### config.mk
export PLATFORM = sky130hd
export DESIGN_NAME = cmd_fifo
export DESIGN_NICKNAME = d
export VERILOG_FILES = /design/src/logic/block_ram.sv /design/src/logic/cmd_fifo.sv
export SDC_FILE = /design/constraint.sdc
export NUM_CORES = 1
export LEC_CHECK = 0
export ABC_AREA = 1
export BUFFER_PORTS_ARGS = -buffer_cell sky130_fd_sc_hd__buf_2
export CAP_MARGIN = 30
export CORE_MARGIN = 2
export CORE_UTILIZATION = 45
export DETAILED_ROUTE_END_ITERATION = 8
export PLACE_DENSITY = 0.71
export SYNTH_ARGS = -nofsm -noshare
export SYNTH_HDL_FRONTEND = slang
export SYNTH_SLANG_ARGS = --single-unit
### constraint.sdc
create_clock -name clk -period 3.1 [get_ports clk]
set_input_delay 0.155 -clock clk [delete_from_list [all_inputs] [get_ports clk]]
set_output_delay 0.155 -clock clk [all_outputs]
set_load 0.1 [all_outputs]
### src/logic/block_ram.sv
// Single port block RAM
`timescale 1ns/1ps

module block_ram #(
	parameter int ADDR_WIDTH = 8,
	parameter int DATA_WIDTH = 16,
	parameter int DEPTH = 256
) (
	input logic clk,
	input logic [ADDR_WIDTH-1:0] addr,
	input logic [DATA_WIDTH-1:0] i_data,
	input logic we,
	output logic [DATA_WIDTH-1:0] o_data
);

logic [DATA_WIDTH-1:0] mem [DEPTH];

// read returns the old word on a write cycle
always_ff @(posedge clk) begin
	if (we)
		mem[addr] <= i_data;
	o_data <= mem[addr];
end

endmodule

### src/logic/cmd_fifo.sv
// Command queue FIFO
`timescale 1ns/1ps

module cmd_fifo #(
	parameter int DATA_WIDTH = 32,
	parameter int FIFO_DEPTH = 16,
	parameter int FIFO_ADDR_WIDTH = 4
) (
	input logic clk,
	input logic reset,

	// write side
	input logic [DATA_WIDTH-1:0] wdata,
	input logic write_valid,
	output logic write_ready,

	// read side
	output logic [DATA_WIDTH-1:0] rdata,
	output logic read_valid,
	input logic read_ready,

	// flags
	output logic almost_full,
	output logic full,
	output logic empty
);

logic [FIFO_ADDR_WIDTH-1:0] write_ptr;
logic [FIFO_ADDR_WIDTH-1:0] read_ptr;
logic [FIFO_ADDR_WIDTH-1:0] write_ptr_next;
logic [FIFO_ADDR_WIDTH-1:0] read_ptr_next;
logic [FIFO_ADDR_WIDTH-1:0] ram_addr;
logic write_xfer;
logic read_xfer;
logic both_xfer;
logic has_data;
logic is_full;

block_ram #(
	.ADDR_WIDTH(FIFO_ADDR_WIDTH),
	.DATA_WIDTH(DATA_WIDTH),
	.DEPTH(FIFO_DEPTH)
) ram (
	.clk(clk),
	.addr(ram_addr),
	.i_data(wdata),
	.we(write_xfer),
	.o_data(rdata)
);

assign write_ready = write_valid && !is_full;
assign write_xfer = write_valid && write_ready;
assign read_xfer = read_valid && read_ready;
assign both_xfer = write_xfer && read_xfer;

// a write takes the single port, otherwise it keeps reading the head
assign ram_addr = write_xfer ? write_ptr : read_ptr;

// circular pointers
assign write_ptr_next = (write_ptr == FIFO_DEPTH - 1) ? '0 : write_ptr + 1'b1;
assign read_ptr_next = (read_ptr == FIFO_DEPTH - 1) ? '0 : read_ptr + 1'b1;

assign almost_full = (write_ptr_next == read_ptr);
assign full = is_full;
assign empty = !has_data;

always_ff @(posedge clk) begin
	if (reset) begin
		write_ptr <= '0;
		read_ptr <= '0;
		has_data <= 1'b0;
		is_full <= 1'b0;
	end else begin
		if (write_xfer) begin
			write_ptr <= write_ptr_next;
			has_data <= 1'b1;
			if (almost_full)
				is_full <= 1'b1;
		end

		// a pop frees a slot, so it overrides the full set above
		if (read_xfer) begin
			read_ptr <= read_ptr_next;
			is_full <= 1'b0;
			if (read_ptr_next == write_ptr && !both_xfer)
				has_data <= 1'b0;
		end
	end
end

// head word is valid one cycle after the port was free to read it
always_ff @(posedge clk) begin
	if (reset) begin
		read_valid <= 1'b0;
	end else begin
		if (has_data && !read_valid && !write_xfer)
			read_valid <= 1'b1;

		// ram output gets replaced on a write, so drop valid
		if (read_xfer || write_xfer)
			read_valid <= 1'b0;
	end
end

endmodule

==> run_results.csv <==
group,metric,value,unit
outcome,status,"finished, final reports clean",
detailed_routing,ant_nets,0,
global_routing,grt-ovfl-total,0,
floorplanning,num_rows,82,
timing,rsz0062_at_grt,"no",
synth,syn_area,0.0228,mm2
worst_setup_path,worstPathCellList,"ha_1 -> or2_2 -> nand3_1 -> nand3_1 -> nor2_1 -> and2_1 -> buf_2",
clock_network,cts-root-buf,"clkbuf_16",
global_routing,grt.total_usage,0.209,
worst_setup_path,cpMostUsedCell,"nand3_1",
global_routing,antenna_found_initial,2,
clock_network,cts_tree,"built",
place,place_ws,0.591,ns
worst_setup_path,crit_family,"simple AND/OR/NAND/NOR gates",
detailed_routing,drt-initial-drc-count,1345,
power,leakage,11.0,nW
clock_network,insertion_delay,0.62,ns
min_path,hold-path-cell-count,3,
timing,tightest_slew,0.617,ns
place,hpwlAfterDp,28.1,mm
cells_and_area,drive_above_1_share,0.102,
timing,skew,0.0222,ns
worst_setup_path,cp-start-kind,"register",
timing,fin_hold_ws,0.286,ns
detailed_routing,wl_per_cell,17.8,um
synth,synth_nets,2264,
detailed_routing,num_vias,15387,
synth,synthCells,2226,
synth,synthMuxAreaShare,0,
detailed_routing,firstDrtPassIters,7,
synth,synthArstFlopShare,0,
detailed_routing,routed_wl,54.5,mm
worst_setup_path,cp.required,2.94,ns
synth,yosys.area_share.adder,0.00110,
flow_run,maxCapViolations,0,
synth,synth-seq-area-share,0.712,
place,io_buffers,72,
floorplanning,chipWidth,229,um
worst_setup_path,reg2reg_to,"ram.mem[10][19]",
floorplanning,coreArea,0.0501,mm2
worst_setup_path,startpoint,"write_ptr[0]",
power,p_total,17.8,mW
synth,synth_ff_type,"edfxtp_1",
worst_setup_path,worstPathMaxFanout,9,
worst_setup_path,rrSetupSlack,0.61,ns
synth,synth_edf_count,512,
global_routing,grt_max_degree,115,
timing,worst_slack,0.512,ns
detailed_routing,drc_errors,0,
global_routing,grt_pass1_vias,15210,
clock_network,clk_pin_slew_worst_paths,0.06,ns
timing,period_share,0.835,
synth,ys_types,28,
min_path,hold_start,"reset",
synth,ys_ff_latch,555,
worst_setup_path,critPathMaxStageDelay,0.43,ns
synth,synth_top_family_by_area,"simple AND/OR/NAND/NOR gates",
clock_network,htree_levels,2,
min_path,hp-class,"in2reg",
power,p_per_area,674,mW/mm2
worst_setup_path,crit_type,"reg2out",
global_routing,grt_pass1_wl,85.0,mm
worst_setup_path,worstPathArrival,2.43,ns
synth,synth_xor_area_frac,0.000769,
worst_setup_path,r2r_start,"full",
timing,hold_viol_final,0,
cells_and_area,final_util,0.528,
clock_network,cts-buffers-inserted,56,
synth,syn_avg_cell_area,10.2,um2
worst_setup_path,cp.buffers_inverters,1,
synth,yosysWarningCount,0,
worst_setup_path,worstRegToRegCells,7,
clock_network,cts_resized,0,
floorplanning,dieArea,0.0525,mm2
timing,final-setup-viol-count,0,
synth,synth_compound_area_frac,0.00467,
place,gp_congestion,0.808,
timing,setup_tns,0,ns
timing,clock.fmax,386,MHz
cells_and_area,syn_to_final_growth,15.9,%
timing,period_needed,2.59,ns
power,peakVddDrop,457,uV
timing,max_slew_margin,0.589,
floorplanning,dieHeight,229,um
worst_setup_path,cp_slowest_cell,"buf_2",
detailed_routing,avgViaCountPerCell,5.03,
min_path,holdPathEnd,"has_data",
clock_network,clockBufferDepth,3,
worst_setup_path,endpoint_kind,"primary output",
floorplanning,floorplan.initialDensity,0.455,
clock_network,clock-sinks,555,
synth,synthSimpleGateAreaFrac,0.245,
timing,drv_slew,0,
cells_and_area,nets,2378,
floorplanning,ios,73,
==> kinds of logic after synthesis <==
group                      Yosys count
xor gates and xnor gates             2
adders and majority gates            2
buffers and inverters              189
AOI/OAI and AO/OA                   18
and+or+nand+nor                   1460
DFF                                555
==> where the power goes <==
group / leakage, nW / internal [mW] / switching (mW) / total, mW
clock network: 0.917 / 4.02 / 2.82 / 6.84
logic: 5.14 / 0.536 / 1.94 / 2.48
registers: 4.98 / 8.42 / 0.0859 / 8.51
==> per-stage QoR <==
step	std cells	instance area (um2)
2_1_floorplan	2226	22900
3_5_place_dp	2918	24200
6_report	3061	26400
5_1_grt	3061	26400
3_3_place_gp	2918	24200
4_1_cts	3058	26400
==> registers in the layout, summed over array words and instances, names as in the netlist <==
name,count
read_valid,1
full,1
read_ptr,4
write_ptr,4
ram.o_data,32
has_data,1
ram.mem,512
==> cell usage in the layout (no fill, tap or decap), drive strengths merged <==
cell type / n
and2: 1
nand4: 2
xnor2: 1
ha: 2
a21oi: 7
dfxtp: 43
diode: 2
inv: 85
bufinv: 7
xor2: 1
clkinvlp: 3
nand3: 50
or2: 1
clkbuf: 70
clkinv: 28
nand2: 1380
o22ai: 4
nor2: 25
edfxtp: 512
dlygate4sd3: 35
nand3b: 1
o21ai: 7
buf: 122
==> worst max path at each step <==
stage,endpoint,slack (ns),cells past startpoint
final,almost_full,0.51,7
after global routing,almost_full,0.37,7
after CTS,almost_full,0.47,7
after detailed placement,ram.mem[10][25],0.59,7
after global placement,ram.mem[10][27],0.62,7
after floorplan,ram.mem[12][0],0.04,10
==> synth_stat cells (2+ instances only) <==
cell         n  area (um2)
a21oi_1      6        30.0
nand4_1      2        12.5
o22ai_1      4        25.0
edfxtp_1   512       15400
dfxtp_1     43         861
nor2_1      21        78.8
nand2_2      2        12.5
nor2_4       2        22.5
inv_1       77         289
clkinv_1     3        11.3
inv_2        8        30.0
nor2_2       2        12.5
nand3_1     49         245
o21ai_0      5        25.0
clkbuf_1     9        33.8
buf_1        5        18.8
nand2_1   1378        5170
ha_1         2        25.0
o21ai_2      2        17.5
buf_2       86         430
==> worst register-to-register path, cell delays in order, from the launching register on <==
cell and delay [ns]:
dfxtp_2 0.33, inv_2 0.05, nand2_2 0.27, nor2_1 0.16, a21oi_4 0.20, nand3_1 0.35, nor2_4 0.54, buf_12 0.28
==> layout make-up <==
type / instances / area [um2]
Multi-Input combinational cell: 1482 / 5890
Timing Repair Buffer: 157 / 1240
Clock inverter: 35 / 360
Inverter: 88 / 337
Tap cell: 672 / 841
Fill cell: 4297 / 23600
Antenna cell: 2 / 5.00
Clock buffer: 70 / 1510
Sequential cell: 555 / 16200
==> layer usage <==
layer,part of all wire,global-route usage,vias to the layer above
li1,-,-,7396
met1,0.40,0.266,7311
met2,0.49,0.360,566
met3,0.073,0.0347,114
met4,0.029,0.0806,0
met5,0,0,-
==> what timing repair did <==
action | in CTS | in global routing
setup buffers | 0 | 0
hold endpoints to repair | 523 | 0
hold buffers | 35 | 0
setup endpoints to repair | 0 | 0
Power figures use the tool's default switching activity.
