--- src/logic/cmdq_cmd_pkg.sv ---
// Command word format
package cmdq_cmd_pkg;

localparam int CMD_WIDTH = 32;

// scratch memory shape, fixed by the command fields
localparam int MEM_ADDR_WIDTH = 8;
localparam int MEM_DATA_WIDTH = 16;
localparam int MEM_DEPTH = 1 << MEM_ADDR_WIDTH;

localparam int COPY_LEN_WIDTH = 6;

localparam logic [1:0] OP_STORE = 2'b01;
localparam logic [1:0] OP_COPY = 2'b10;

// one command word, read as store or copy depending on the opcode
typedef union packed {
	struct packed {
		logic [1:0] opcode;
		logic [MEM_ADDR_WIDTH-1:0] addr;
		logic [5:0] unused;
		logic [MEM_DATA_WIDTH-1:0] data;
	} store;
	struct packed {
		logic [1:0] opcode;
		logic [MEM_ADDR_WIDTH-1:0] dst;
		logic [MEM_ADDR_WIDTH-1:0] src;
		logic [COPY_LEN_WIDTH-1:0] len;
		logic [7:0] unused;
	} copy;
} cmd_word_u;

endpackage

--- src/logic/cmd_executor.sv ---
// Command executor
`timescale 1ns/1ps

module cmd_executor import cmdq_cmd_pkg::*; (
	input logic clk,
	input logic reset,

	// command queue head
	input cmd_word_u cmd,
	input logic read_valid,
	output logic read_ready,

	// scratch memory requester
	output logic req,
	output logic we,
	output logic [MEM_ADDR_WIDTH-1:0] addr,
	output logic [MEM_DATA_WIDTH-1:0] wdata,
	input logic gnt,
	input logic [MEM_DATA_WIDTH-1:0] mem_rdata,

	// status
	output logic idle,
	output logic cmd_done,
	output logic cmd_bad
);

localparam logic [1:0] S_IDLE = 2'd0;
localparam logic [1:0] S_READ = 2'd1;
localparam logic [1:0] S_LATCH = 2'd2;
localparam logic [1:0] S_WRITE = 2'd3;

logic [1:0] state;
logic pop;
logic [MEM_ADDR_WIDTH-1:0] src_addr;
logic [MEM_ADDR_WIDTH-1:0] dst_addr;
logic [COPY_LEN_WIDTH-1:0] remain;
logic [MEM_DATA_WIDTH-1:0] data_word;

// a command is taken off the queue only when the previous one is finished
assign idle = (state == S_IDLE);
assign read_ready = idle;
assign pop = read_valid && read_ready;

assign req = (state == S_READ) || (state == S_WRITE);
assign we = (state == S_WRITE);
assign addr = (state == S_READ) ? src_addr : dst_addr;
assign wdata = data_word;

always_ff @(posedge clk) begin
	if (reset) begin
		state <= S_IDLE;
		cmd_done <= 1'b0;
		cmd_bad <= 1'b0;
	end else begin
		cmd_done <= 1'b0;
		cmd_bad <= 1'b0;
		case (state)
			S_IDLE: begin
				if (pop) begin
					if (cmd.store.opcode == OP_STORE)
						state <= S_WRITE;
					else if (cmd.copy.opcode != OP_COPY)
						cmd_bad <= 1'b1;
					else if (cmd.copy.len == '0)
						cmd_done <= 1'b1;
					else
						state <= S_READ;
				end
			end
			S_READ: begin
				if (gnt)
					state <= S_LATCH;
			end
			S_LATCH: begin
				state <= S_WRITE;
			end
			default: begin
				// last word written ends the command
				if (gnt) begin
					if (remain == 1) begin
						state <= S_IDLE;
						cmd_done <= 1'b1;
					end else begin
						state <= S_READ;
					end
				end
			end
		endcase
	end
end

// store runs as a one word pass through the write state
always_ff @(posedge clk) begin
	if (pop) begin
		if (cmd.copy.opcode == OP_COPY) begin
			dst_addr <= cmd.copy.dst;
			src_addr <= cmd.copy.src;
			remain <= cmd.copy.len;
		end else begin
			dst_addr <= cmd.store.addr;
			data_word <= cmd.store.data;
			remain <= 1;
		end
	end
	if (state == S_LATCH)
		data_word <= mem_rdata;
	// ascending order, so an overlapping copy reads already copied words
	if (state == S_WRITE && gnt) begin
		dst_addr <= dst_addr + 1'b1;
		src_addr <= src_addr + 1'b1;
		remain <= remain - 1'b1;
	end
end

endmodule

--- config.mk ---
export PLATFORM = sky130hd
export DESIGN_NAME = cmd_executor
export DESIGN_NICKNAME = d
export VERILOG_FILES = /design/src/logic/cmdq_cmd_pkg.sv /design/src/logic/cmd_executor.sv
export SDC_FILE = /design/constraint.sdc
export NUM_CORES = 1
export LEC_CHECK = 0
export BUFFER_PORTS_ARGS = -buffer_cell sky130_fd_sc_hd__buf_2
export CAP_MARGIN = 20
export CORE_ASPECT_RATIO = 0.6
export CORE_UTILIZATION = 50
export CTS_CLUSTER_DIAMETER = 30
export DETAILED_ROUTE_END_ITERATION = 16
export PLACE_DENSITY = 0.8
export SLEW_MARGIN = 20
export SYNTH_ARGS = -nofsm -noshare
export SYNTH_HDL_FRONTEND = slang
export SYNTH_SLANG_ARGS = --single-unit
--- constraint.sdc ---
create_clock -name clk -period 2.5 [get_ports clk]
set_input_delay 0.25 -clock clk [delete_from_list [all_inputs] [get_ports clk]]
set_output_delay 0.25 -clock clk [all_outputs]
set_load 0.05 [all_outputs]
==> flow_summary_export.csv <==
group,metric,value,unit
synth,synthArstFlopShare,0,
timing,fin_crit,2080,ps
worst_setup_path,r2r-start,"state[0]",
worst_setup_path,endpoint_kind,"primary output",
power,power_density,1060,nW/um^2
synth,synth_xor_area_frac,0.0603,
timing,finalHoldViolations,0,
finish,nFillCells,356,
routing,vias,1800,
timing,rsz0062_at_grt,"false",
worst_setup_path,critPathMaxFanout,10,
worst_setup_path,critPathCapture,"addr[4]",
synth,synth_compound_area_frac,0.0797,
global_routing,grt_max_degree,23,
synth,syn_inst,200,
clock_network,clock_sinks,42,
routing,drc,0,
timing,report.final.slew_viol_count,0,
synth,ys_seq_elements,42,
synth,syn_nets,261,
floorplan,coreArea,4280,um^2
synth,muxShareOfSynthArea,0.121,
routing,postRouteAntennaNets,0,
synth,ys_top_cells_by_area,"edfxtp_1, mux2_2, ha_1",
power,ir_drop,565,uV
synth,synth_cell_types,34,
clock_network,h-tree-depth,2,
place,port_buffers,81,
routing,dr.pass1.iters,4,
global_routing,first_global_vias,1591,
global_routing,grtUsageTotal,0.212,
timing,period_share,0.832,
timing,clock_skew,2.61,ps
clock_network,postCtsSetupRepairBufs,0,
floorplan,start_util,0.543,
synth,yosysTopAreaCell,"edfxtp_1",
synth,synth_edf_count,38,
clock_network,post_cts_resized,0,
worst_setup_path,rr_worst_depth,4,
finish,final-seq-area,1220,um^2
clock_network,cts_inserted_buffers,5,
timing,setup_violations,0,
timing,tightest_slew,537,ps
timing,fmax,481,MHz
finish,multi_input_area,1030,um^2
synth,synthSimpleGateAreaFrac,0.134,
clock_network,clockBufferDepth,2,
worst_setup_path,required,2250,ps
finish,final_nets,343,
global_routing,grt_remaining_overflow,0,
synth,yosys-top-cells-count,"edfxtp_1, nand2_1, mux2_2",
place,gp_congestion,0.837,
timing,totalNegativeSetupSlack,0,ps
worst_setup_path,r2r_end,"remain[0]",
clock_network,path_clk_slew,80,ps
power,power,3.03,mW
floorplan,die_w,90.0,um
power,power.leakage,1.21,nW
worst_setup_path,critPathLaunch,"state[1]",
worst_setup_path,start_kind,"flip-flop",
place,hpwl,3730,um
routing,viasPerCell,5.25,
synth,yosys.area.top_type_share,0.491,
clock_network,clk_latency,290,ps
routing,wl_per_cell,14.2,um
status,outcome,"finished clean",
floorplan,io_pins,82,
clock_network,hold_buffers,0,
run,drv_cap,0,
floorplan,dieArea,4930,um^2
synth,ys_warn_count,0,
synth,synth-adder-area-share,0.0485,
worst_setup_path,path_class,"flip-flop to primary output",
worst_setup_path,reg2reg_setup_slack,670,ps
worst_setup_path,crit_arrival,1830,ps
floorplan,die_h,54.8,um
synth,yosys_most_used_dff,"edfxtp_1",
clock_network,cts-root-buf,"clkbuf_8",
floorplan,rows,18,
routing,drt-initial-drc-count,96,
synth,ys_seq_area_frac,0.526,
synth,netlist_area,2320,um^2
global_routing,grt_pass1_wl,7720,um
timing,slew_headroom,0.641,
synth,yosysMostFrequentCell,"edfxtp_1",
synth,synth_top_family_by_area,"simple AND/OR/NAND/NOR gates",
finish,drive_gt1_frac,0.420,
worst_hold_path,hp-class,"input pin to flip-flop",
clock_network,tritoncts,"built",
finish,areaGrowthSynthToFinish,23.5,%
synth,synth.avg_cell_area,11.6,um^2
finish,insertedDiodeCount,0,
global_routing,antenna_found_initial,0,
routing,wl,4860,um
-- through the flow --
| step | util | hold WS (ps) | instances | cell area, um^2 | setup WS (ps) |
|---|---|---|---|---|---|
| final | 0.670 | 218 | 343 | 2870 | 419 |
| after detailed placement | 0.651 | 507 | 335 | 2780 | 652 |
| after global routing | 0.670 | 221 | 343 | 2870 | 353 |
| after floorplan | - | 319 | 200 | 2320 | 80.6 |
| after global placement | 0.651 | 508 | 335 | 2780 | 780 |
| after CTS | 0.670 | 201 | 343 | 2870 | 424 |
-- routing by layer --
| metal | routed length [um] | part of all wire | track usage |
|---|---|---|---|
| met3 | 386 | 0.079 | 0.0597 |
| met5 | 0 | 0 | 0 |
| met1 | 2370 | 0.49 | 0.290 |
| met4 | 64 | 0.013 | 0.0726 |
| met2 | 2040 | 0.42 | 0.329 |
-- flip-flops by register name, summed over array words and instances (netlist names) --
| signal | flops |
|---|---|
| wdata | 16 |
| cmd_bad | 1 |
| state | 2 |
| dst_addr | 8 |
| cmd_done | 1 |
| src_addr | 8 |
| remain | 6 |
-- logic make-up after synthesis --
| family | Yosys count |
|---|---|
| fa+ha+maj | 9 |
| compound gates | 31 |
| xor+xnor | 16 |
| buf+inv | 16 |
| mux | 25 |
| flops | 42 |
| simple gates | 61 |
-- placed cells by master (no fill, tap or decap), types with 2 or more instances in the layout --
cell	netlist	final
buf_2	3	81
edfxtp_1	38	38
nand2_1	29	29
mux2_2	25	25
o21ai_0	20	20
ha_1	9	9
nand3_1	8	8
xor2_1	8	8
xnor2_1	8	8
inv_1	6	6
clkbuf_8	0	5
and3_1	4	4
nor2_1	4	4
dfxtp_1	4	4
buf_4	2	4
nor3_1	3	3
and2_1	2	2
o21bai_1	2	2
nor2b_1	2	2
a21oi_1	2	2
a211oi_1	2	2
a211o_1	2	2
-- worst max-delay path, stage by stage, from the launching register on --
cell and delay [ps]:
dfxtp_1 360, inv_1 110, ha_1 470, mux2_2 390, buf_2 210
-- final cells by class --
cell class / count / share of cell area
flip-flops and latches: 42 / 0.426
multi-input cells: 142 / 0.359
repair buffers: 85 / 0.152
well taps: 60 / 0.0262
clock buffers: 5 / 0.0240
inverters: 6 / 0.00785
clock inverters: 3 / 0.00567
-- how the worst min path moves through the flow --
| stage | startpoint | endpoint | depth (start not counted) |
|---|---|---|---|
| 6_report | reset | cmd_done | 2 |
| 5_1_grt | reset | cmd_done | 2 |
| 4_1_cts | reset | cmd_done | 2 |
| 3_5_place_dp | reset | cmd_done | 2 |
| 3_3_place_gp | reset | cmd_done | 2 |
| 2_1_floorplan | reset | cmd_done | 1 |
-- report_power, final --
part           switching [mW]  total, mW  leakage (nW)  internal (mW)
clock network           0.233      0.424        0.0416          0.191
registers               0.107       1.13         0.393           1.02
logic                    1.04       1.48         0.773          0.436
No activity file was read; power rests on OpenSTA's default activity.
