$ cat config.mk
export PLATFORM = sky130hd
export DESIGN_NAME = apb_regs
export DESIGN_NICKNAME = d
export VERILOG_FILES = /design/src/logic/cmdq_cmd_pkg.sv /design/src/logic/cmdq_apb_pkg.sv /design/src/logic/apb_regs.sv
export SDC_FILE = /design/constraint.sdc
export NUM_CORES = 1
export LEC_CHECK = 0
export BUFFER_PORTS_ARGS = -buffer_cell sky130_fd_sc_hd__buf_4
export CAP_MARGIN = 20
export CORE_UTILIZATION = 43
export CTS_BUF_LIST = sky130_fd_sc_hd__clkbuf_16
export CTS_CLUSTER_SIZE = 14
export DETAILED_ROUTE_END_ITERATION = 8
export GPL_ROUTABILITY_DRIVEN = 0
export PLACE_DENSITY = 0.81
export SETUP_SLACK_MARGIN = 0.5
export SYNTH_ARGS = -nofsm -noshare
export SYNTH_HDL_FRONTEND = slang
export SYNTH_SLANG_ARGS = --single-unit
$ cat constraint.sdc
create_clock -name clk -period 2.3 [get_ports clk]
set_input_delay 0.46 -clock clk [delete_from_list [all_inputs] [get_ports clk]]
set_output_delay 0.46 -clock clk [all_outputs]
set_load 0.005 [all_outputs]
$ cat src/logic/cmdq_cmd_pkg.sv
// Command word format
package cmdq_cmd_pkg;

localparam int CMD_WIDTH = 32;

// scratch memory shape, fixed by the command fields
localparam int MEM_ADDR_WIDTH = 8;
localparam int MEM_DATA_WIDTH = 16;
localparam int MEM_DEPTH = 1 << MEM_ADDR_WIDTH;

localparam int COPY_LEN_WIDTH = 6;

localparam logic [1:0] OP_STORE = 2'b01;
localparam logic [1:0] OP_COPY = 2'b10;

// one command word, read as store or copy depending on the opcode
typedef union packed {
	struct packed {
		logic [1:0] opcode;
		logic [MEM_ADDR_WIDTH-1:0] addr;
		logic [5:0] unused;
		logic [MEM_DATA_WIDTH-1:0] data;
	} store;
	struct packed {
		logic [1:0] opcode;
		logic [MEM_ADDR_WIDTH-1:0] dst;
		logic [MEM_ADDR_WIDTH-1:0] src;
		logic [COPY_LEN_WIDTH-1:0] len;
		logic [7:0] unused;
	} copy;
} cmd_word_u;

endpackage

$ cat src/logic/cmdq_apb_pkg.sv
// APB register map
package cmdq_apb_pkg;

// byte offsets of the registers
localparam logic [11:0] REG_CMD = 12'h000;
localparam logic [11:0] REG_STATUS = 12'h004;
localparam logic [11:0] REG_DONE = 12'h008;
localparam logic [11:0] REG_BAD = 12'h00C;

// scratch memory window, word index in paddr[9:2]
localparam logic [11:0] WIN_BASE = 12'h400;

// status register bits
localparam int ST_EMPTY = 0;
localparam int ST_FULL = 1;
localparam int ST_ALMOST_FULL = 2;
localparam int ST_IDLE = 3;

localparam int COUNT_WIDTH = 16;

endpackage

$ cat src/logic/apb_regs.sv
// APB registers and memory window
`timescale 1ns/1ps

module apb_regs import cmdq_cmd_pkg::*, cmdq_apb_pkg::*; (
	input logic clk,
	input logic reset,

	// apb slave
	input logic [11:0] paddr,
	input logic psel,
	input logic penable,
	input logic pwrite,
	input logic [31:0] pwdata,
	output logic [31:0] prdata,
	output logic pready,
	output logic pslverr,

	// command queue
	output logic [CMD_WIDTH-1:0] wdata,
	output logic write_valid,
	input logic write_ready,
	input logic empty,
	input logic full,
	input logic almost_full,

	// executor
	input logic exec_idle,
	input logic cmd_done,
	input logic cmd_bad,

	// scratch memory window
	output logic req,
	output logic we,
	output logic [MEM_ADDR_WIDTH-1:0] addr,
	output logic [MEM_DATA_WIDTH-1:0] mem_wdata,
	input logic gnt,
	input logic [MEM_DATA_WIDTH-1:0] mem_rdata
);

logic access;
logic hit_cmd;
logic hit_status;
logic hit_done;
logic hit_bad;
logic hit_win;
logic bad_access;
logic win_rd_wait;
logic [COUNT_WIDTH-1:0] done_count;
logic [COUNT_WIDTH-1:0] bad_count;

assign access = psel && penable;

assign hit_cmd = (paddr == REG_CMD);
assign hit_status = (paddr == REG_STATUS);
assign hit_done = (paddr == REG_DONE);
assign hit_bad = (paddr == REG_BAD);
assign hit_win = (paddr[11:10] == WIN_BASE[11:10]);

// unmapped offset, or a write to one of the read-only registers
assign bad_access = !(hit_cmd || hit_status || hit_done || hit_bad || hit_win) ||
	(pwrite && (hit_status || hit_done || hit_bad));

// command push, held until the queue takes it
assign wdata = pwdata;
assign write_valid = access && pwrite && hit_cmd;

// window request drops while waiting for read data
assign req = access && hit_win && !win_rd_wait;
assign we = pwrite;
assign addr = paddr[MEM_ADDR_WIDTH+1:2];
assign mem_wdata = pwdata[MEM_DATA_WIDTH-1:0];

always_comb begin
	pready = 1'b0;
	if (access) begin
		if (bad_access)
			pready = 1'b1;
		else if (hit_cmd)
			pready = pwrite ? write_ready : 1'b1;
		else if (hit_win)
			pready = pwrite ? gnt : win_rd_wait;
		else
			pready = 1'b1;
	end
end

assign pslverr = access && bad_access;

always_comb begin
	prdata = '0;
	if (hit_status) begin
		prdata[ST_EMPTY] = empty;
		prdata[ST_FULL] = full;
		prdata[ST_ALMOST_FULL] = almost_full;
		prdata[ST_IDLE] = empty && exec_idle;
	end else if (hit_done) begin
		prdata[COUNT_WIDTH-1:0] = done_count;
	end else if (hit_bad) begin
		prdata[COUNT_WIDTH-1:0] = bad_count;
	end else if (hit_win) begin
		prdata[MEM_DATA_WIDTH-1:0] = mem_rdata;
	end
end

// window read waits one cycle after its grant
always_ff @(posedge clk) begin
	if (reset)
		win_rd_wait <= 1'b0;
	else if (win_rd_wait)
		win_rd_wait <= 1'b0;
	else if (req && gnt && !pwrite)
		win_rd_wait <= 1'b1;
end

always_ff @(posedge clk) begin
	if (reset) begin
		done_count <= '0;
		bad_count <= '0;
	end else begin
		if (cmd_done)
			done_count <= done_count + 1'b1;
		if (cmd_bad)
			bad_count <= bad_count + 1'b1;
	end
end

endmodule

==> run_results.csv <==
group,metric,value,unit
clock_network,cts_max_path_buffers,2,
floorplanning,coreArea,5920,sq um
worst_setup_path,cp_num_buf_inv,3,
worst_setup_path,endpoint_kind,"output port",
detailed_routing,wl_met3,364,um
clock_network,clock-sinks,33,
finish,stdcell_count,428,
hold_path,min-delay-path-class,"primary input to flip-flop",
worst_setup_path,critPathKind,"primary input to output port",
synth,synth_ff_type,"dfxtp_1",
floorplanning,rows,28,
detailed_routing,top_layer,"met4",
grt,grt_pass1_wl,9850,um
clock_network,htree_levels,2,
synth,synth_top_family_by_area,"simple AND/OR/NAND/NOR gates",
floorplanning,ios,166,
worst_setup_path,cp_top_family,"simple AND/OR/NAND/NOR gates",
detailed_routing,wl_per_cell,14.8,um
sta,setup_viol,0,
detailed_routing,vias_per_cell,5.27,
placement,hpwl,4260,um
grt,grt_max_degree,38,
flow_run,cap_viol_max_count,0,
synth,ys_seq_area_share,25.2,%
finish,final_util,51.6,%
finish,area_growth,16.5,%
detailed_routing,drc_errors,0,
clock_network,root_buffer,"clkbuf_16",
synth,synth-compound-area-share,12.0,%
synth,syn_avg_cell_area,7.79,sq um
finish,drive_above_1_share,32.9,%
synth,synth_seq_cells,33,
power_and_ir_drop,ir_drop,0.405,mV
detailed_routing,drt_wl_total,6340,um
sta,fmax,0.447,GHz
sta,period_needed,2.24,ns
sta,final-hold-violation-count,0,
detailed_routing,drtPass1Iterations,4,
floorplanning,start_util,44.3,%
synth,yosys.area_share.simple,26.9,%
sta,rsz0062_at_grt,"yes",
detailed_routing,ant_nets,0,
placement,port_buffers,69,
worst_setup_path,required,1.84,ns
worst_setup_path,worstPathMaxFanout,6,
worst_setup_path,path_cells,"buf_8, nor4_4, nand4_1, buf_6, or2_4, o21a_1, buf_4",
sta,period_share,97.3,%
floorplanning,die_x,80.1,um
synth,synthMuxAreaShare,3.62,%
clock_network,clkLatencyLatePin,0.28,ns
synth,synth_fa_ha_area_share,0.953,%
finish,antenna_cells,0,
grt,grt_usage,19.7,%
clock_network,clk_pin_slew,0.05,ns
grt,grt_overflow,0,
worst_setup_path,slowest_stage,"nor4_4",
synth,async_flop_share,0,%
finish,final_net_count,427,
clock_network,cts_tree,"built",
synth,syn_inst,337,
status,outcome,"finished, final reports clean",
sta,clock_skew,0.00418,ns
floorplanning,die_height,80.1,um
grt,grt_pass1_vias,2113,
floorplanning,die_area,6420,sq um
clock_network,cts_buffers,5,
worst_setup_path,setup.worst_path.start_class,"primary input",
detailed_routing,drtIter0Drc,112,
power_and_ir_drop,power_per_cell_area,507,nW/um^2
synth,synth-xor-area-share,6.67,%
power_and_ir_drop,p_leak,1.31,nW
worst_setup_path,critical_path_arrival,1.78,ns
grt,antenna_found_initial,0,
placement,place_inst,411,
synth,yosys_warnings,0,
worst_setup_path,crit_path_max_incr_delay,0.30,ns
synth,synth_edf_count,0,
detailed_routing,wl_met1,2520,um
detailed_routing,vias,2257,
sta,drv_slew,0,
detailed_routing,dr_wl_met2,3290,um
synth,ys_types,41,
synth,syn_area,2630,sq um
-- cells in the mapped netlist (2+ instances only) --
library cell / n / area share [%]
inv_1: 3 / 0.43
nor3_1: 7 / 1.3
nand2_1: 26 / 3.7
nor4_4: 2 / 1.6
nor4_2: 2 / 0.95
and4_1: 4 / 1.3
a21oi_1: 8 / 1.5
xnor2_1: 10 / 3.3
nand4_1: 8 / 1.9
a211oi_1: 2 / 0.57
buf_4: 73 / 21
nand2_4: 2 / 0.86
nor2_1: 31 / 4.4
mux2_1: 3 / 1.3
nand3_1: 16 / 3.1
nor2b_1: 16 / 3.8
o31ai_1: 3 / 0.86
o21a_1: 12 / 3.4
and3_1: 4 / 0.95
or4_1: 3 / 0.86
clkbuf_1: 8 / 1.1
dfxtp_1: 33 / 25
xor2_1: 10 / 3.3
buf_1: 3 / 0.43
a22oi_1: 3 / 0.86
nand2b_1: 2 / 0.48
ha_1: 2 / 0.95
buf_6: 3 / 1.3
or3_1: 3 / 0.72
o21ai_0: 20 / 3.8
mux2i_1: 5 / 1.9
-- path summary, 6_finish.rpt --
path	startpoint	endpoint	slack (ns)	cells after the start
max reg2reg	bad_count[1]$_SDFFE_PP0P_	bad_count[14]$_SDFFE_PP0P_	0.59	5
max	paddr[5]	prdata[10]	0.06	7
min reg2reg	bad_count[14]$_SDFFE_PP0P_	bad_count[14]$_SDFFE_PP0P_	0.52	2
min	gnt	win_rd_wait$_SDFF_PP0_	0.48	2
-- cells by family after synthesis --
| kind of cell | after synthesis |
|---|---|
| flops | 33 |
| compound gates | 51 |
| fa+ha+maj | 2 |
| xor+xnor | 20 |
| buf+inv | 92 |
| simple gates | 129 |
| other cells | 1 |
| mux | 9 |
-- registers in the layout, indices dropped and copies added, names as in the netlist --
register and cells:
win_rd_wait 1, bad_count 16, done_count 16
-- area by class of cell --
cell class / instances / area (sq um)
Clock buffer: 5 / 125
Clock inverter: 3 / 37.5
Fill cell: 515 / 2860
Inverter: 3 / 11.3
Multi-Input combinational cell: 228 / 1470
Sequential cell: 33 / 664
Tap cell: 75 / 93.8
Timing Repair Buffer: 81 / 654
-- cells in the final DEF, fill, tap and decap left out, types with 4 or more instances in the layout --
cell type / Yosys / final
nor2_1: 31 / 31
o21ai_2: 0 / 7
nand2_1: 26 / 26
nor2b_1: 16 / 16
buf_6: 3 / 9
nor4_4: 2 / 4
o21ai_0: 20 / 8
o21ai_1: 0 / 5
nor3_1: 7 / 4
dfxtp_1: 33 / 30
o21a_1: 12 / 12
buf_4: 73 / 69
conb_1: 1 / 16
nand4_1: 8 / 8
nand3_1: 16 / 15
xnor2_1: 10 / 10
inv_1: 3 / 4
mux2i_1: 5 / 5
a21oi_1: 8 / 8
clkbuf_16: 0 / 5
xor2_1: 10 / 10
-- routing by layer --
metal | GRT usage, % | vias up
met5 | 0 | -
met4 | 8.57 | 0
met3 | 6.25 | 29
met2 | 33.2 | 77
met1 | 22.7 | 1065
li1 | - | 1086
-- what timing repair did --
item	CTS	global route
hold buffers	0	0
endpoints found under the setup margin	20	22
gates resized for setup	21	27
gates cloned	2	0
buffers inserted	4	3
pin swaps	10	11
-- power breakdown --
| part | leakage, nW | switching (mW) | internal (mW) | total, mW |
|---|---|---|---|---|
| clock | 0.0826 | 0.235 | 0.502 | 0.737 |
| combinational | 0.962 | 0.101 | 0.118 | 0.219 |
| sequential | 0.267 | 0.0116 | 0.581 | 0.593 |
-- stage by stage --
| stage | total power [mW] | cell area (sq um) | hold WS, ns | setup TNS, ns | worst slack, ns |
|---|---|---|---|---|---|
| 2_1_floorplan | 0.781 | 2710 | 0.465 | 0 | 0.348 |
| 3_3_place_gp | 0.792 | 2710 | 0.488 | 0 | 0.00177 |
| 3_5_place_dp | 0.796 | 2710 | 0.513 | -0.0258 | -0.0206 |
| 4_1_cts | 1.54 | 2950 | 0.472 | 0 | 0.0952 |
| 5_1_grt | 1.60 | 3060 | 0.490 | 0 | 0.00371 |
| 6_report | 1.55 | 3060 | 0.479 | 0 | 0.0627 |
(Power assumes the default switching activity.)
