==> config.mk <==
export PLATFORM = sky130hd
export DESIGN_NAME = mem_arbiter
export DESIGN_NICKNAME = d
export VERILOG_FILES = /design/src/logic/cmdq_cmd_pkg.sv /design/src/logic/mem_arbiter.sv
export SDC_FILE = /design/constraint.sdc
export NUM_CORES = 1
export LEC_CHECK = 0
export BUFFER_PORTS_ARGS = -buffer_cell sky130_fd_sc_hd__buf_2
export CAP_MARGIN = 15
export CORE_AREA = 5 5 52 54
export DETAILED_ROUTE_END_ITERATION = 16
export DIE_AREA = 0 0 57 59
export GPL_TIMING_DRIVEN = 0
export PLACE_DENSITY_LB_ADDON = 0.3
export SLEW_MARGIN = 0
export SYNTH_ARGS = -nofsm -noshare
export SYNTH_HDL_FRONTEND = slang
export SYNTH_SLANG_ARGS = --single-unit
==> constraint.sdc <==
create_clock -name clk -period 5.5 [get_ports clk]
set_input_delay 1.65 -clock clk [delete_from_list [all_inputs] [get_ports clk]]
set_output_delay 1.65 -clock clk [all_outputs]
set_load 0.02 [all_outputs]
==> src/logic/cmdq_cmd_pkg.sv <==
// Command word format
package cmdq_cmd_pkg;

localparam int CMD_WIDTH = 32;

// scratch memory shape, fixed by the command fields
localparam int MEM_ADDR_WIDTH = 8;
localparam int MEM_DATA_WIDTH = 16;
localparam int MEM_DEPTH = 1 << MEM_ADDR_WIDTH;

localparam int COPY_LEN_WIDTH = 6;

localparam logic [1:0] OP_STORE = 2'b01;
localparam logic [1:0] OP_COPY = 2'b10;

// one command word, read as store or copy depending on the opcode
typedef union packed {
	struct packed {
		logic [1:0] opcode;
		logic [MEM_ADDR_WIDTH-1:0] addr;
		logic [5:0] unused;
		logic [MEM_DATA_WIDTH-1:0] data;
	} store;
	struct packed {
		logic [1:0] opcode;
		logic [MEM_ADDR_WIDTH-1:0] dst;
		logic [MEM_ADDR_WIDTH-1:0] src;
		logic [COPY_LEN_WIDTH-1:0] len;
		logic [7:0] unused;
	} copy;
} cmd_word_u;

endpackage

==> src/logic/mem_arbiter.sv <==
// Round robin scratch memory arbiter
`timescale 1ns/1ps

module mem_arbiter import cmdq_cmd_pkg::*; (
	input logic clk,
	input logic reset,

	// requester a
	input logic req_a,
	input logic we_a,
	input logic [MEM_ADDR_WIDTH-1:0] addr_a,
	input logic [MEM_DATA_WIDTH-1:0] wdata_a,
	output logic gnt_a,

	// requester b
	input logic req_b,
	input logic we_b,
	input logic [MEM_ADDR_WIDTH-1:0] addr_b,
	input logic [MEM_DATA_WIDTH-1:0] wdata_b,
	output logic gnt_b,

	// shared read data, valid the cycle after a granted read
	output logic [MEM_DATA_WIDTH-1:0] rdata,

	// ram side
	output logic [MEM_ADDR_WIDTH-1:0] ram_addr,
	output logic [MEM_DATA_WIDTH-1:0] ram_wdata,
	output logic ram_we,
	input logic [MEM_DATA_WIDTH-1:0] ram_rdata
);

// set when b took the last grant
logic last_b;

// on a tie the requester that lost last time wins
assign gnt_a = req_a && (!req_b || last_b);
assign gnt_b = req_b && !gnt_a;

assign ram_addr = gnt_b ? addr_b : addr_a;
assign ram_wdata = gnt_b ? wdata_b : wdata_a;
assign ram_we = (gnt_a && we_a) || (gnt_b && we_b);
assign rdata = ram_rdata;

always_ff @(posedge clk) begin
	if (reset)
		last_b <= 1'b0;
	else if (gnt_a)
		last_b <= 1'b0;
	else if (gnt_b)
		last_b <= 1'b1;
end

endmodule

==> metrics.txt, run 1 <==
# TYPE chip_impl_metric gauge
chip_impl_metric{name="area_of_the_die",unit="µm²"} 3360
chip_impl_metric{name="post_cts_resized",unit=""} 0
chip_impl_metric{name="max-vdd-ir-drop",unit="mV"} 0.0581
chip_impl_info{name="rsz0062_at_grt",value="false"} 1
chip_impl_metric{name="synthesis.area",unit="µm²"} 494
chip_impl_metric{name="cell_internal_pwr",unit="mW"} 0.0625
chip_impl_metric{name="detail_route.first_pass.iterations",unit=""} 4
chip_impl_metric{name="setup-violations-final",unit=""} 0
chip_impl_metric{name="dpl.hpwl",unit="µm"} 1990
chip_impl_metric{name="i_o_pin_count",unit=""} 113
chip_impl_metric{name="vias",unit=""} 716
chip_impl_metric{name="setup_total_negative_slack",unit="ns"} 0
chip_impl_metric{name="num_antenna_cells",unit=""} 0
chip_impl_metric{name="clock_power_share",unit=""} 0
chip_impl_metric{name="grt_overflow_total",unit=""} 0
chip_impl_metric{name="globalRouteTotalUtil",unit=""} 0.103
chip_impl_metric{name="finalMaxSlewViolations",unit=""} 0
chip_impl_info{name="hold_removal_path_class",value="register to register"} 1
chip_impl_info{name="criticalPathCategory",value="input port to output port"} 1
chip_impl_metric{name="power.net_switching",unit="mW"} 0.0545
chip_impl_metric{name="power.density",unit="nW/µm²"} 116
chip_impl_metric{name="leakage",unit="nW"} 0.593
chip_impl_metric{name="grt_pass1_wl",unit="µm"} 3020
chip_impl_metric{name="layout.nets",unit=""} 217
chip_impl_info{name="largest-register",value="last_b"} 1
chip_impl_metric{name="core_rows",unit=""} 17
chip_impl_metric{name="highest_clock_rate",unit="GHz"} 0.226
chip_impl_metric{name="clock-skew-final",unit="ns"} 0
chip_impl_metric{name="relative_contribution_of_sequential_cells_to_total_power",unit=""} 0.076
chip_impl_metric{name="antenna_found_initial",unit=""} 0
chip_impl_metric{name="synthesis.area_per_instance",unit="µm²"} 10.1
chip_impl_info{name="mostFrequentLayoutCell",value="buf_2"} 1
chip_impl_metric{name="drt.antenna.violating_nets",unit=""} 0
chip_impl_metric{name="final_cell_count_no_fill",unit=""} 173
chip_impl_metric{name="placeableCoreArea",unit="µm²"} 2170
chip_impl_metric{name="detailed_route_iter0_violations",unit=""} 6
chip_impl_metric{name="drcViolationCount",unit=""} 0
chip_impl_metric{name="synth.net_count",unit=""} 119
chip_impl_info{name="most_used_cells_in_the_layout_excluding_fill_and_tap_cells",value="buf_2, mux2_2, buf_4, buf_8"} 1
chip_impl_metric{name="die_x",unit="µm"} 57
chip_impl_metric{name="final_min_period_over_clock_period",unit=""} 0.806
chip_impl_metric{name="arrival",unit="ns"} 2.78
chip_impl_metric{name="number_of_global_route_vias_before_repair",unit=""} 722
chip_impl_metric{name="r2r_slack",unit="ns"} 4.75
chip_impl_metric{name="clkLatencyLatePin",unit="ns"} 0
chip_impl_metric{name="min_path_cells",unit=""} 1
chip_impl_metric{name="clock_transition_at_the_register_clock_pins_on_the_worst_setup_and_hold_paths_after_cts",unit="ns"} 0
chip_impl_metric{name="synth_cell_type_count",unit=""} 11
chip_impl_metric{name="cts-hold-fix-buffers",unit=""} 0
chip_impl_metric{name="initial_core_util",unit=""} 0.228
chip_impl_metric{name="max_cap_violations",unit=""} 0
chip_impl_metric{name="grt_max_degree",unit=""} 11
chip_impl_metric{name="drt-total-wl",unit="µm"} 2080
chip_impl_metric{name="worstMarginPinSlew",unit="ns"} 0.334
chip_impl_info{name="top_regs",value="last_b: 1 flops"} 1
chip_impl_info{name="cp-end-kind",value="output port"} 1
chip_impl_metric{name="power_frac_comb",unit=""} 0.924
chip_impl_info{name="start_kind",value="input port"} 1
chip_impl_metric{name="worst_r2r_path_depth",unit=""} 2
chip_impl_metric{name="vias_per_cell",unit=""} 4.14
chip_impl_metric{name="syn-instance-count",unit=""} 49
chip_impl_metric{name="ys_seq_elements",unit=""} 1
chip_impl_metric{name="sw_frac_of_total",unit=""} 0.466
chip_impl_metric{name="final_layout_size_suffix_gt1_frac",unit=""} 0.952
chip_impl_metric{name="finalWorstPathRequiredPeriod",unit="ns"} 4.43
chip_impl_metric{name="yosys_warnings",unit=""} 0
chip_impl_metric{name="fp.dieH",unit="µm"} 59
chip_impl_metric{name="relSlewSlack",unit=""} 0.777
chip_impl_metric{name="nFillCells",unit=""} 223
chip_impl_metric{name="area_delta_synth_final",unit="%"} 104
chip_impl_metric{name="portBuffers",unit=""} 96
chip_impl_metric{name="timing.final.hold_violations",unit=""} 0
chip_impl_info{name="run_status",value="finished, final reports clean"} 1
chip_impl_metric{name="place.gp.congestion",unit=""} 0.736
chip_impl_metric{name="worst_ep_required_time",unit="ns"} 3.85
chip_impl_metric{name="post_cts_repair_timing_setup_buffer_count",unit=""} 0
chip_impl_metric{name="largest_reg_flops",unit=""} 1
chip_impl_metric{name="worst-path-max-fanout",unit=""} 10
chip_impl_metric{name="dp.cells",unit=""} 173
chip_impl_metric{name="seq_area_frac_synth",unit=""} 0.0405
chip_impl_metric{name="routedWlPerCell",unit="µm"} 12.0
power groups by stage:
stage,combinational [mW],sequential (mW),clock (mW)
after floorplan,0.0682,0.00871,0
final,0.108,0.00884,0
after CTS,0.110,0.00886,0
after global placement,0.108,0.00879,0
after global routing,0.116,0.00898,0
after detailed placement,0.110,0.00886,0
cell families after synthesis:
kind of cell,after synthesis,share of synthesized area
buffers and inverters,18,0.304
AND/OR/NAND/NOR,3,0.0354
multiplexers,24,0.547
AO/OA/AOI/OAI,3,0.0734
flip-flops,1,0.0405
worst max-delay path, cell delays in order:
cell and delay [ns]:
buf_2 0.13, a21boi_4 0.32, buf_8 0.18, mux2_2 0.33
buf_2 0.16
final cells by class:
cell class,instances,area (µm²),share of cell area
repair buffers,96,480,0.476
multi-input cells,30,324,0.321
plain buffers,18,150,0.149
well taps,28,35.0,0.0347
flip-flops and latches,1,20.0,0.0198
through the flow:
stage / hold WS, ns / cell area [µm²] / power (mW) / setup slack (ns) / util
global route: 0.571 / 1010 / 0.125 / 0.999 / 0.465
CTS: 0.543 / 1010 / 0.119 / 1.04 / 0.465
floorplan: 0.506 / 494 / 0.0769 / 1.33 / -
finish: 0.538 / 1010 / 0.117 / 1.07 / 0.465
global placement: 0.528 / 1010 / 0.117 / 1.06 / 0.465
detailed placement: 0.543 / 1010 / 0.118 / 1.05 / 0.465
synth_stat cells:
cell / n / area share
or2b_1: 1 / 0.015
nor2_1: 1 / 0.0076
dfxtp_1: 1 / 0.041
buf_4: 16 / 0.24
a21boi_4: 1 / 0.038
and2_1: 1 / 0.013
buf_8: 2 / 0.061
a211oi_1: 1 / 0.015
a32o_1: 1 / 0.020
mux2_1: 1 / 0.023
mux2_2: 23 / 0.52
final timing paths:
check,from,endpoint
setup / recovery,req_a,ram_addr[5]
hold / removal,last_b,last_b
setup reg to reg,last_b,last_b
hold reg to reg,last_b,last_b
layer usage:
| metal | GRT usage | vias up | wire length (µm) |
|---|---|---|---|
| met4 | 0 | 0 | 0 |
| li1 | - | 351 | - |
| met2 | 0.207 | 69 | 1030 |
| met3 | 0.0458 | 0 | 369 |
| met5 | 0 | - | 0 |
| met1 | 0.104 | 296 | 680 |
No activity file was read; power rests on OpenSTA's default activity.
==> run 2, diff against run 1 <==
--- a/config.mk
+++ b/config.mk
@@ -5,11 +5,12 @@
 export SDC_FILE = /design/constraint.sdc
 export NUM_CORES = 1
 export LEC_CHECK = 0
+export ABC_AREA = 1
 export BUFFER_PORTS_ARGS = -buffer_cell sky130_fd_sc_hd__buf_2
 export CAP_MARGIN = 15
-export CORE_AREA = 5 5 52 54
+export CORE_AREA = 5 5 54 56
 export DETAILED_ROUTE_END_ITERATION = 16
-export DIE_AREA = 0 0 57 59
+export DIE_AREA = 0 0 59 61
 export GPL_TIMING_DRIVEN = 0
 export PLACE_DENSITY_LB_ADDON = 0.3
 export SLEW_MARGIN = 0
==> constraint.sdc (replaced) <==
create_clock -name clk -period 4.59 [get_ports clk]
set_input_delay 1.377 -clock clk [delete_from_list [all_inputs] [get_ports clk]]
set_output_delay 1.377 -clock clk [all_outputs]
set_load 0.02 [all_outputs]
==> metrics.txt, run 2 <==
# TYPE chip_impl_metric gauge
chip_impl_info{name="run_status",value="finished, final reports clean"} 1
chip_impl_metric{name="antenna_found_initial",unit=""} 0
chip_impl_info{name="worst_path_max_delay_cell",value="a21oi_4"} 1
chip_impl_metric{name="area_delta_synth_final",unit="%"} 99.0
chip_impl_metric{name="layout.nets",unit=""} 272
chip_impl_metric{name="r2r_slack",unit="ns"} 3.80
chip_impl_metric{name="worstMarginPinSlew",unit="ns"} 0.269
chip_impl_metric{name="clock_transition_at_the_register_clock_pins_on_the_worst_setup_and_hold_paths_after_cts",unit="ns"} 0
chip_impl_info{name="rr_endpoint",value="last_b"} 1
chip_impl_info{name="timing.hold.worst_endpoint",value="last_b"} 1
chip_impl_metric{name="synthesis.area_per_instance",unit="µm²"} 5.03
chip_impl_metric{name="seq_area_frac_synth",unit=""} 0.0383
chip_impl_metric{name="grt_pass1_wl",unit="µm"} 2910
chip_impl_info{name="yosys.cell_count.top_type",value="nand2_1"} 1
chip_impl_metric{name="design_area",unit="µm²"} 1040
chip_impl_info{name="cp-end-kind",value="output port"} 1
chip_impl_info{name="most_used_cells_in_the_layout_excluding_fill_and_tap_cells",value="buf_2, nand2_1, buf_4, nor2_1"} 1
chip_impl_metric{name="cpPeakStageDelay",unit="ns"} 0.27
chip_impl_metric{name="routedWlPerCell",unit="µm"} 9.43
chip_impl_metric{name="post_cts_repair_timing_setup_buffer_count",unit=""} 0
chip_impl_metric{name="placeableCoreArea",unit="µm²"} 2390
chip_impl_metric{name="synth_cell_type_count",unit=""} 11
chip_impl_metric{name="setup-violations-final",unit=""} 0
chip_impl_metric{name="max-vdd-ir-drop",unit="mV"} 0.0757
chip_impl_metric{name="min_path_cells",unit=""} 2
chip_impl_metric{name="worst_r2r_path_depth",unit=""} 3
chip_impl_metric{name="hold_ws",unit="ns"} 0.573
chip_impl_metric{name="num_antenna_cells",unit=""} 0
chip_impl_metric{name="i_o_pin_count",unit=""} 113
chip_impl_metric{name="grt_overflow_total",unit=""} 0
chip_impl_metric{name="final_layout_size_suffix_gt1_frac",unit=""} 0.595
chip_impl_metric{name="synthesis.area",unit="µm²"} 523
chip_impl_metric{name="syn-instance-count",unit=""} 104
chip_impl_metric{name="synth_enable_flop_cells",unit=""} 0
chip_impl_metric{name="arrival",unit="ns"} 2.23
chip_impl_metric{name="number_of_global_route_vias_before_repair",unit=""} 750
chip_impl_metric{name="synth.net_count",unit=""} 174
chip_impl_info{name="timing.critical_path.cells",value="buf_2, a21oi_4, buf_6, nand2_1, nand2_1, buf_2"} 1
chip_impl_metric{name="detail_route.first_pass.iterations",unit=""} 2
chip_impl_info{name="synth_ff_type",value="dfxtp_1"} 1
chip_impl_metric{name="power.density",unit="nW/µm²"} 137
chip_impl_info{name="start_kind",value="input port"} 1
chip_impl_metric{name="worst_ep_required_time",unit="ns"} 3.21
chip_impl_metric{name="yosys_warnings",unit=""} 0
chip_impl_metric{name="final_min_period_over_clock_period",unit=""} 0.785
chip_impl_metric{name="synth.top_cell.area_share",unit=""} 0.538
chip_impl_info{name="min-delay-start",value="last_b"} 1
chip_impl_info{name="hold_removal_path_class",value="register to register"} 1
chip_impl_metric{name="core_rows",unit=""} 18
chip_impl_metric{name="portBuffers",unit=""} 96
chip_impl_metric{name="final_cell_count_no_fill",unit=""} 230
chip_impl_metric{name="setup_total_negative_slack",unit="ns"} 0
chip_impl_metric{name="max_cap_violations",unit=""} 0
chip_impl_metric{name="die_x",unit="µm"} 59
chip_impl_info{name="worstSetupStartpoint",value="req_a"} 1
chip_impl_metric{name="relSlewSlack",unit=""} 0.821
chip_impl_info{name="rsz0062_at_grt",value="false"} 1
chip_impl_metric{name="fp.dieH",unit="µm"} 61
chip_impl_metric{name="drt-total-wl",unit="µm"} 2170
chip_impl_metric{name="finalWorstPathRequiredPeriod",unit="ns"} 3.60
chip_impl_metric{name="nFillCells",unit=""} 277
chip_impl_info{name="post-synth-top-area-cell",value="nand2_1"} 1
chip_impl_info{name="synth.top_cells.by_count",value="nand2_1, buf_4, nor2_1"} 1
chip_impl_metric{name="leakage",unit="nW"} 0.744
chip_impl_metric{name="vias",unit=""} 908
chip_impl_metric{name="largest_reg_flops",unit=""} 1
chip_impl_metric{name="grt_max_degree",unit=""} 11
chip_impl_metric{name="post_cts_resized",unit=""} 0
chip_impl_info{name="crit-reg2reg-launch",value="last_b"} 1
chip_impl_info{name="synth.top_cells.by_area",value="nand2_1, buf_4, clkbuf_8"} 1
chip_impl_metric{name="globalRouteTotalUtil",unit=""} 0.0961
chip_impl_metric{name="finalMaxSlewViolations",unit=""} 0
chip_impl_metric{name="cts-hold-fix-buffers",unit=""} 0
chip_impl_info{name="top_regs",value="last_b: 1 flops"} 1
chip_impl_metric{name="drt.antenna.violating_nets",unit=""} 0
chip_impl_metric{name="dpl.hpwl",unit="µm"} 1940
chip_impl_info{name="criticalPathCategory",value="input port to output port"} 1
chip_impl_metric{name="area_of_the_die",unit="µm²"} 3600
chip_impl_metric{name="ys_seq_elements",unit=""} 1
chip_impl_metric{name="worst-path-max-fanout",unit=""} 10
chip_impl_metric{name="highest_clock_rate",unit="GHz"} 0.278
chip_impl_metric{name="drcViolationCount",unit=""} 0
chip_impl_metric{name="dp.cells",unit=""} 230
chip_impl_metric{name="synth_async_sr_flop_share",unit=""} 0
chip_impl_info{name="largest-register",value="last_b"} 1
chip_impl_metric{name="standard_cell_area_after_detailed_placement",unit="µm²"} 1040
chip_impl_metric{name="timing.final.hold_violations",unit=""} 0
chip_impl_metric{name="finalPower",unit="mW"} 0.143
chip_impl_info{name="mostFrequentLayoutCell",value="buf_2"} 1
chip_impl_metric{name="detailed_route_iter0_violations",unit=""} 46
chip_impl_metric{name="clock-skew-final",unit="ns"} 0
chip_impl_metric{name="initial_core_util",unit=""} 0.219
chip_impl_metric{name="vias_per_cell",unit=""} 3.95
chip_impl_metric{name="place.gp.congestion",unit=""} 0.694
chip_impl_metric{name="clkLatencyLatePin",unit="ns"} 0
==> run 2: cell types whose count changed after synthesis, moves of 2 or more <==
| cell | previous run | this run |
|---|---|---|
| mux2_2 | 23 | 0 |
| clkbuf_8 | 0 | 2 |
| nor2_1 | 1 | 3 |
| buf_8 | 2 | 0 |
| nand2_1 | 0 | 75 |
| buf_6 | 0 | 2 |
==> run 2: metrics by stage <==
step	worst slack (ns)	util
floorplan	1.12	-
global placement	0.965	0.436
detailed placement	0.967	0.436
CTS	0.966	0.436
global route	0.882	0.436
finish	0.988	0.436
==> run 2: power breakdown <==
group | leakage [nW] | total, mW | internal, mW | switching (mW)
logic | 0.735 | 0.132 | 0.0585 | 0.0740
clock network | 0 | 0 | 0 | 0
registers | 0.00830 | 0.0104 | 0.00951 | 0.000889
==> run 2: final cells by class <==
cell class | instances | area (µm²) | share of cell area
plain buffers | 20 | 170 | 0.163
inverters | 2 | 7.51 | 0.00721
multi-input cells | 81 | 325 | 0.312
flip-flops and latches | 1 | 20.0 | 0.0192
well taps | 30 | 37.5 | 0.0361
repair buffers | 96 | 480 | 0.462
==> run 2: metal layers <==
layer | GRT usage | share of wire
met1 | 0.107 | 0.34
met2 | 0.192 | 0.47
met3 | 0.0255 | 0.19
met5 | 0 | 0
met4 | 0 | 0
==> run 2: cells by family (layout without fill, tap and decap cells) <==
family,count (synthesis),after routing,synth area share
buffers and inverters,22,118,0.340
DFF,1,1,0.0383
AOI/OAI and AO/OA,3,3,0.0622
and+or+nand+nor,78,78,0.560
==> run 2: critical path: cells and delay by family <==
family          cells  cell delay, ns
compound gates      1            0.27
buf+inv             3            0.46
simple gates        2            0.12
==> run 2: worst max path at each step <==
| stage | endpoint | depth (start not counted) |
|---|---|---|
| floorplan | ram_we | 5 |
| finish | ram_wdata[12] | 6 |
| detailed placement | ram_wdata[12] | 6 |
| CTS | ram_wdata[12] | 6 |
| global placement | ram_wdata[12] | 6 |
| global route | ram_wdata[1] | 6 |
==> run 3, diff against run 2 <==
--- a/config.mk
+++ b/config.mk
@@ -5,12 +5,12 @@
 export SDC_FILE = /design/constraint.sdc
 export NUM_CORES = 1
 export LEC_CHECK = 0
-export ABC_AREA = 1
+export ABC_AREA = 0
 export BUFFER_PORTS_ARGS = -buffer_cell sky130_fd_sc_hd__buf_2
 export CAP_MARGIN = 15
-export CORE_AREA = 5 5 54 56
+export CORE_AREA = 5 5 56 58
 export DETAILED_ROUTE_END_ITERATION = 16
-export DIE_AREA = 0 0 59 61
+export DIE_AREA = 0 0 61 63
 export GPL_TIMING_DRIVEN = 0
 export PLACE_DENSITY_LB_ADDON = 0.3
 export SLEW_MARGIN = 0
==> constraint.sdc (replaced) <==
create_clock -name clk -period 3 [get_ports clk]
set_input_delay 0.9 -clock clk [delete_from_list [all_inputs] [get_ports clk]]
set_output_delay 0.9 -clock clk [all_outputs]
set_load 0.02 [all_outputs]
==> metrics.txt, run 3 (synthesis results as in run 1) <==
# TYPE chip_impl_metric gauge
chip_impl_metric{name="max-vdd-ir-drop",unit="mV"} 0.0920
chip_impl_metric{name="worst_r2r_path_depth",unit=""} 2
chip_impl_metric{name="dp.cells",unit=""} 176
chip_impl_info{name="worst_path_max_delay_cell",value="mux2_2"} 1
chip_impl_metric{name="vias_per_cell",unit=""} 4.05
chip_impl_metric{name="max_cap_violations",unit=""} 0
chip_impl_metric{name="final_cell_count_no_fill",unit=""} 177
chip_impl_metric{name="timing.final.hold_violations",unit=""} 0
chip_impl_info{name="top_regs",value="last_b: 1 flops"} 1
chip_impl_metric{name="routedWlPerCell",unit="µm"} 10.7
chip_impl_metric{name="cpPeakStageDelay",unit="ns"} 0.33
chip_impl_metric{name="drt-total-wl",unit="µm"} 1890
chip_impl_info{name="run_status",value="finished, final reports clean"} 1
chip_impl_metric{name="area_of_the_die",unit="µm²"} 3840
chip_impl_metric{name="minimum_setup_slack_after_placement",unit="ns"} 0.0479
chip_impl_metric{name="nFillCells",unit=""} 281
chip_impl_info{name="start_kind",value="input port"} 1
chip_impl_info{name="mostFrequentLayoutCell",value="buf_2"} 1
chip_impl_metric{name="num_antenna_cells",unit=""} 0
chip_impl_info{name="critical_path.top_delay_family",value="buffers and inverters"} 1
chip_impl_metric{name="min_path_cells",unit=""} 1
chip_impl_metric{name="arrival",unit="ns"} 1.91
chip_impl_metric{name="core_rows",unit=""} 19
chip_impl_metric{name="cp.buffers_inverters",unit=""} 3
chip_impl_metric{name="worst-path-max-fanout",unit=""} 6
chip_impl_metric{name="grt_overflow_total",unit=""} 0
chip_impl_metric{name="worstMarginPinSlew",unit="ns"} 0.188
chip_impl_metric{name="placeableCoreArea",unit="µm²"} 2620
chip_impl_metric{name="drcViolationCount",unit=""} 0
chip_impl_metric{name="design_area",unit="µm²"} 1020
chip_impl_metric{name="finalMaxSlewViolations",unit=""} 0
chip_impl_metric{name="finalPower",unit="mW"} 0.214
chip_impl_metric{name="post_cts_repair_timing_setup_buffer_count",unit=""} 0
chip_impl_metric{name="post_cts_resized",unit=""} 0
chip_impl_metric{name="layout.nets",unit=""} 218
chip_impl_metric{name="final_layout_size_suffix_gt1_frac",unit=""} 0.952
chip_impl_info{name="rr_endpoint",value="last_b"} 1
chip_impl_info{name="timing.critical_path.cells",value="buf_2, a21boi_4, buf_4, mux2_2, buf_2"} 1
chip_impl_metric{name="clkLatencyLatePin",unit="ns"} 0
chip_impl_info{name="crit_path_frequent_cell",value="buf_2"} 1
chip_impl_info{name="cp-end-kind",value="output port"} 1
chip_impl_metric{name="i_o_pin_count",unit=""} 113
chip_impl_info{name="min-delay-start",value="last_b"} 1
chip_impl_info{name="largest-register",value="last_b"} 1
chip_impl_metric{name="leakage",unit="nW"} 0.598
chip_impl_metric{name="final_min_period_over_clock_period",unit=""} 0.937
chip_impl_metric{name="drt.antenna.violating_nets",unit=""} 0
chip_impl_metric{name="standard_cell_area_after_detailed_placement",unit="µm²"} 1010
chip_impl_metric{name="die_x",unit="µm"} 61
chip_impl_metric{name="place.gp.congestion",unit=""} 0.700
chip_impl_metric{name="detailed_route_iter0_violations",unit=""} 8
chip_impl_metric{name="largest_reg_flops",unit=""} 1
chip_impl_metric{name="r2r_slack",unit="ns"} 2.26
chip_impl_metric{name="area_delta_synth_final",unit="%"} 107
chip_impl_metric{name="setup_total_negative_slack",unit="ns"} 0
chip_impl_metric{name="vias",unit=""} 716
chip_impl_metric{name="final_critical_path_setup_slack",unit="ns"} 0.190
chip_impl_info{name="hold_removal_path_class",value="register to register"} 1
chip_impl_metric{name="number_of_global_route_vias_before_repair",unit=""} 732
chip_impl_metric{name="finalWorstPathRequiredPeriod",unit="ns"} 2.81
chip_impl_metric{name="highest_clock_rate",unit="GHz"} 0.356
chip_impl_metric{name="power.density",unit="nW/µm²"} 210
chip_impl_metric{name="antenna_found_initial",unit=""} 0
chip_impl_metric{name="worst_ep_required_time",unit="ns"} 2.10
chip_impl_metric{name="cts-hold-fix-buffers",unit=""} 0
chip_impl_metric{name="relSlewSlack",unit=""} 0.874
chip_impl_info{name="most_used_cells_in_the_layout_excluding_fill_and_tap_cells",value="buf_2, mux2_2, buf_4, buf_8"} 1
chip_impl_info{name="criticalPathCategory",value="input port to output port"} 1
chip_impl_metric{name="globalRouteTotalUtil",unit=""} 0.0834
chip_impl_metric{name="initial_core_util",unit=""} 0.189
chip_impl_metric{name="detail_route.first_pass.iterations",unit=""} 2
chip_impl_info{name="timing.hold.worst_endpoint",value="last_b"} 1
chip_impl_metric{name="worstSetupPathDepth",unit=""} 5
chip_impl_metric{name="setup-violations-final",unit=""} 0
chip_impl_metric{name="clock-skew-final",unit="ns"} 0
chip_impl_info{name="rsz0062_at_grt",value="false"} 1
chip_impl_info{name="crit-reg2reg-launch",value="last_b"} 1
chip_impl_metric{name="clock_transition_at_the_register_clock_pins_on_the_worst_setup_and_hold_paths_after_cts",unit="ns"} 0
chip_impl_metric{name="fp.dieH",unit="µm"} 63
chip_impl_metric{name="grt_max_degree",unit=""} 11
chip_impl_metric{name="grt_pass1_wl",unit="µm"} 2710
chip_impl_metric{name="portBuffers",unit=""} 96
==> run 3: changes by cell type in the layout (fill, tap and decap cells not counted), sizes merged, moves of 2 or more <==
| cell | change |
|---|---|
| nand2 | -75 |
| mux2 | +24 |
| clkbuf | -2 |
| inv | -2 |
| nor2 | -2 |
==> run 3: per-stage QoR <==
stage	utilization	hold WS, ns
floorplan	-	0.506
global placement	0.388	0.528
detailed placement	0.388	0.533
CTS	0.388	0.533
global route	0.390	0.574
finish	0.390	0.536
==> run 3: layout make-up <==
type	count	area, µm²	area share
Tap cell	31	38.8	0.0380
Buffer	18	150	0.147
Multi-Input combinational cell	30	324	0.317
Timing Repair Buffer	97	488	0.478
Sequential cell	1	20.0	0.0196
==> run 3: routing by layer <==
layer	vias to the layer above	share of wire	track usage
met2	66	0.52	0.186
met1	294	0.30	0.0795
li1	356	-	-
met3	0	0.18	0.00620
met5	-	0	0
met4	0	0	0
==> run 3: how the worst max path moves through the flow <==
stage / end / start
detailed placement: ram_addr[5] / req_a
global placement: ram_wdata[0] / req_a
global route: ram_addr[1] / req_b
CTS: ram_addr[6] / req_a
finish: ram_addr[2] / req_b
floorplan: ram_wdata[10] / req_b
==> run 3: report_power, final <==
| part | switching (mW) | internal, mW |
|---|---|---|
| registers | 0.00152 | 0.0147 |
| logic | 0.0968 | 0.101 |
| clock network | 0 | 0 |
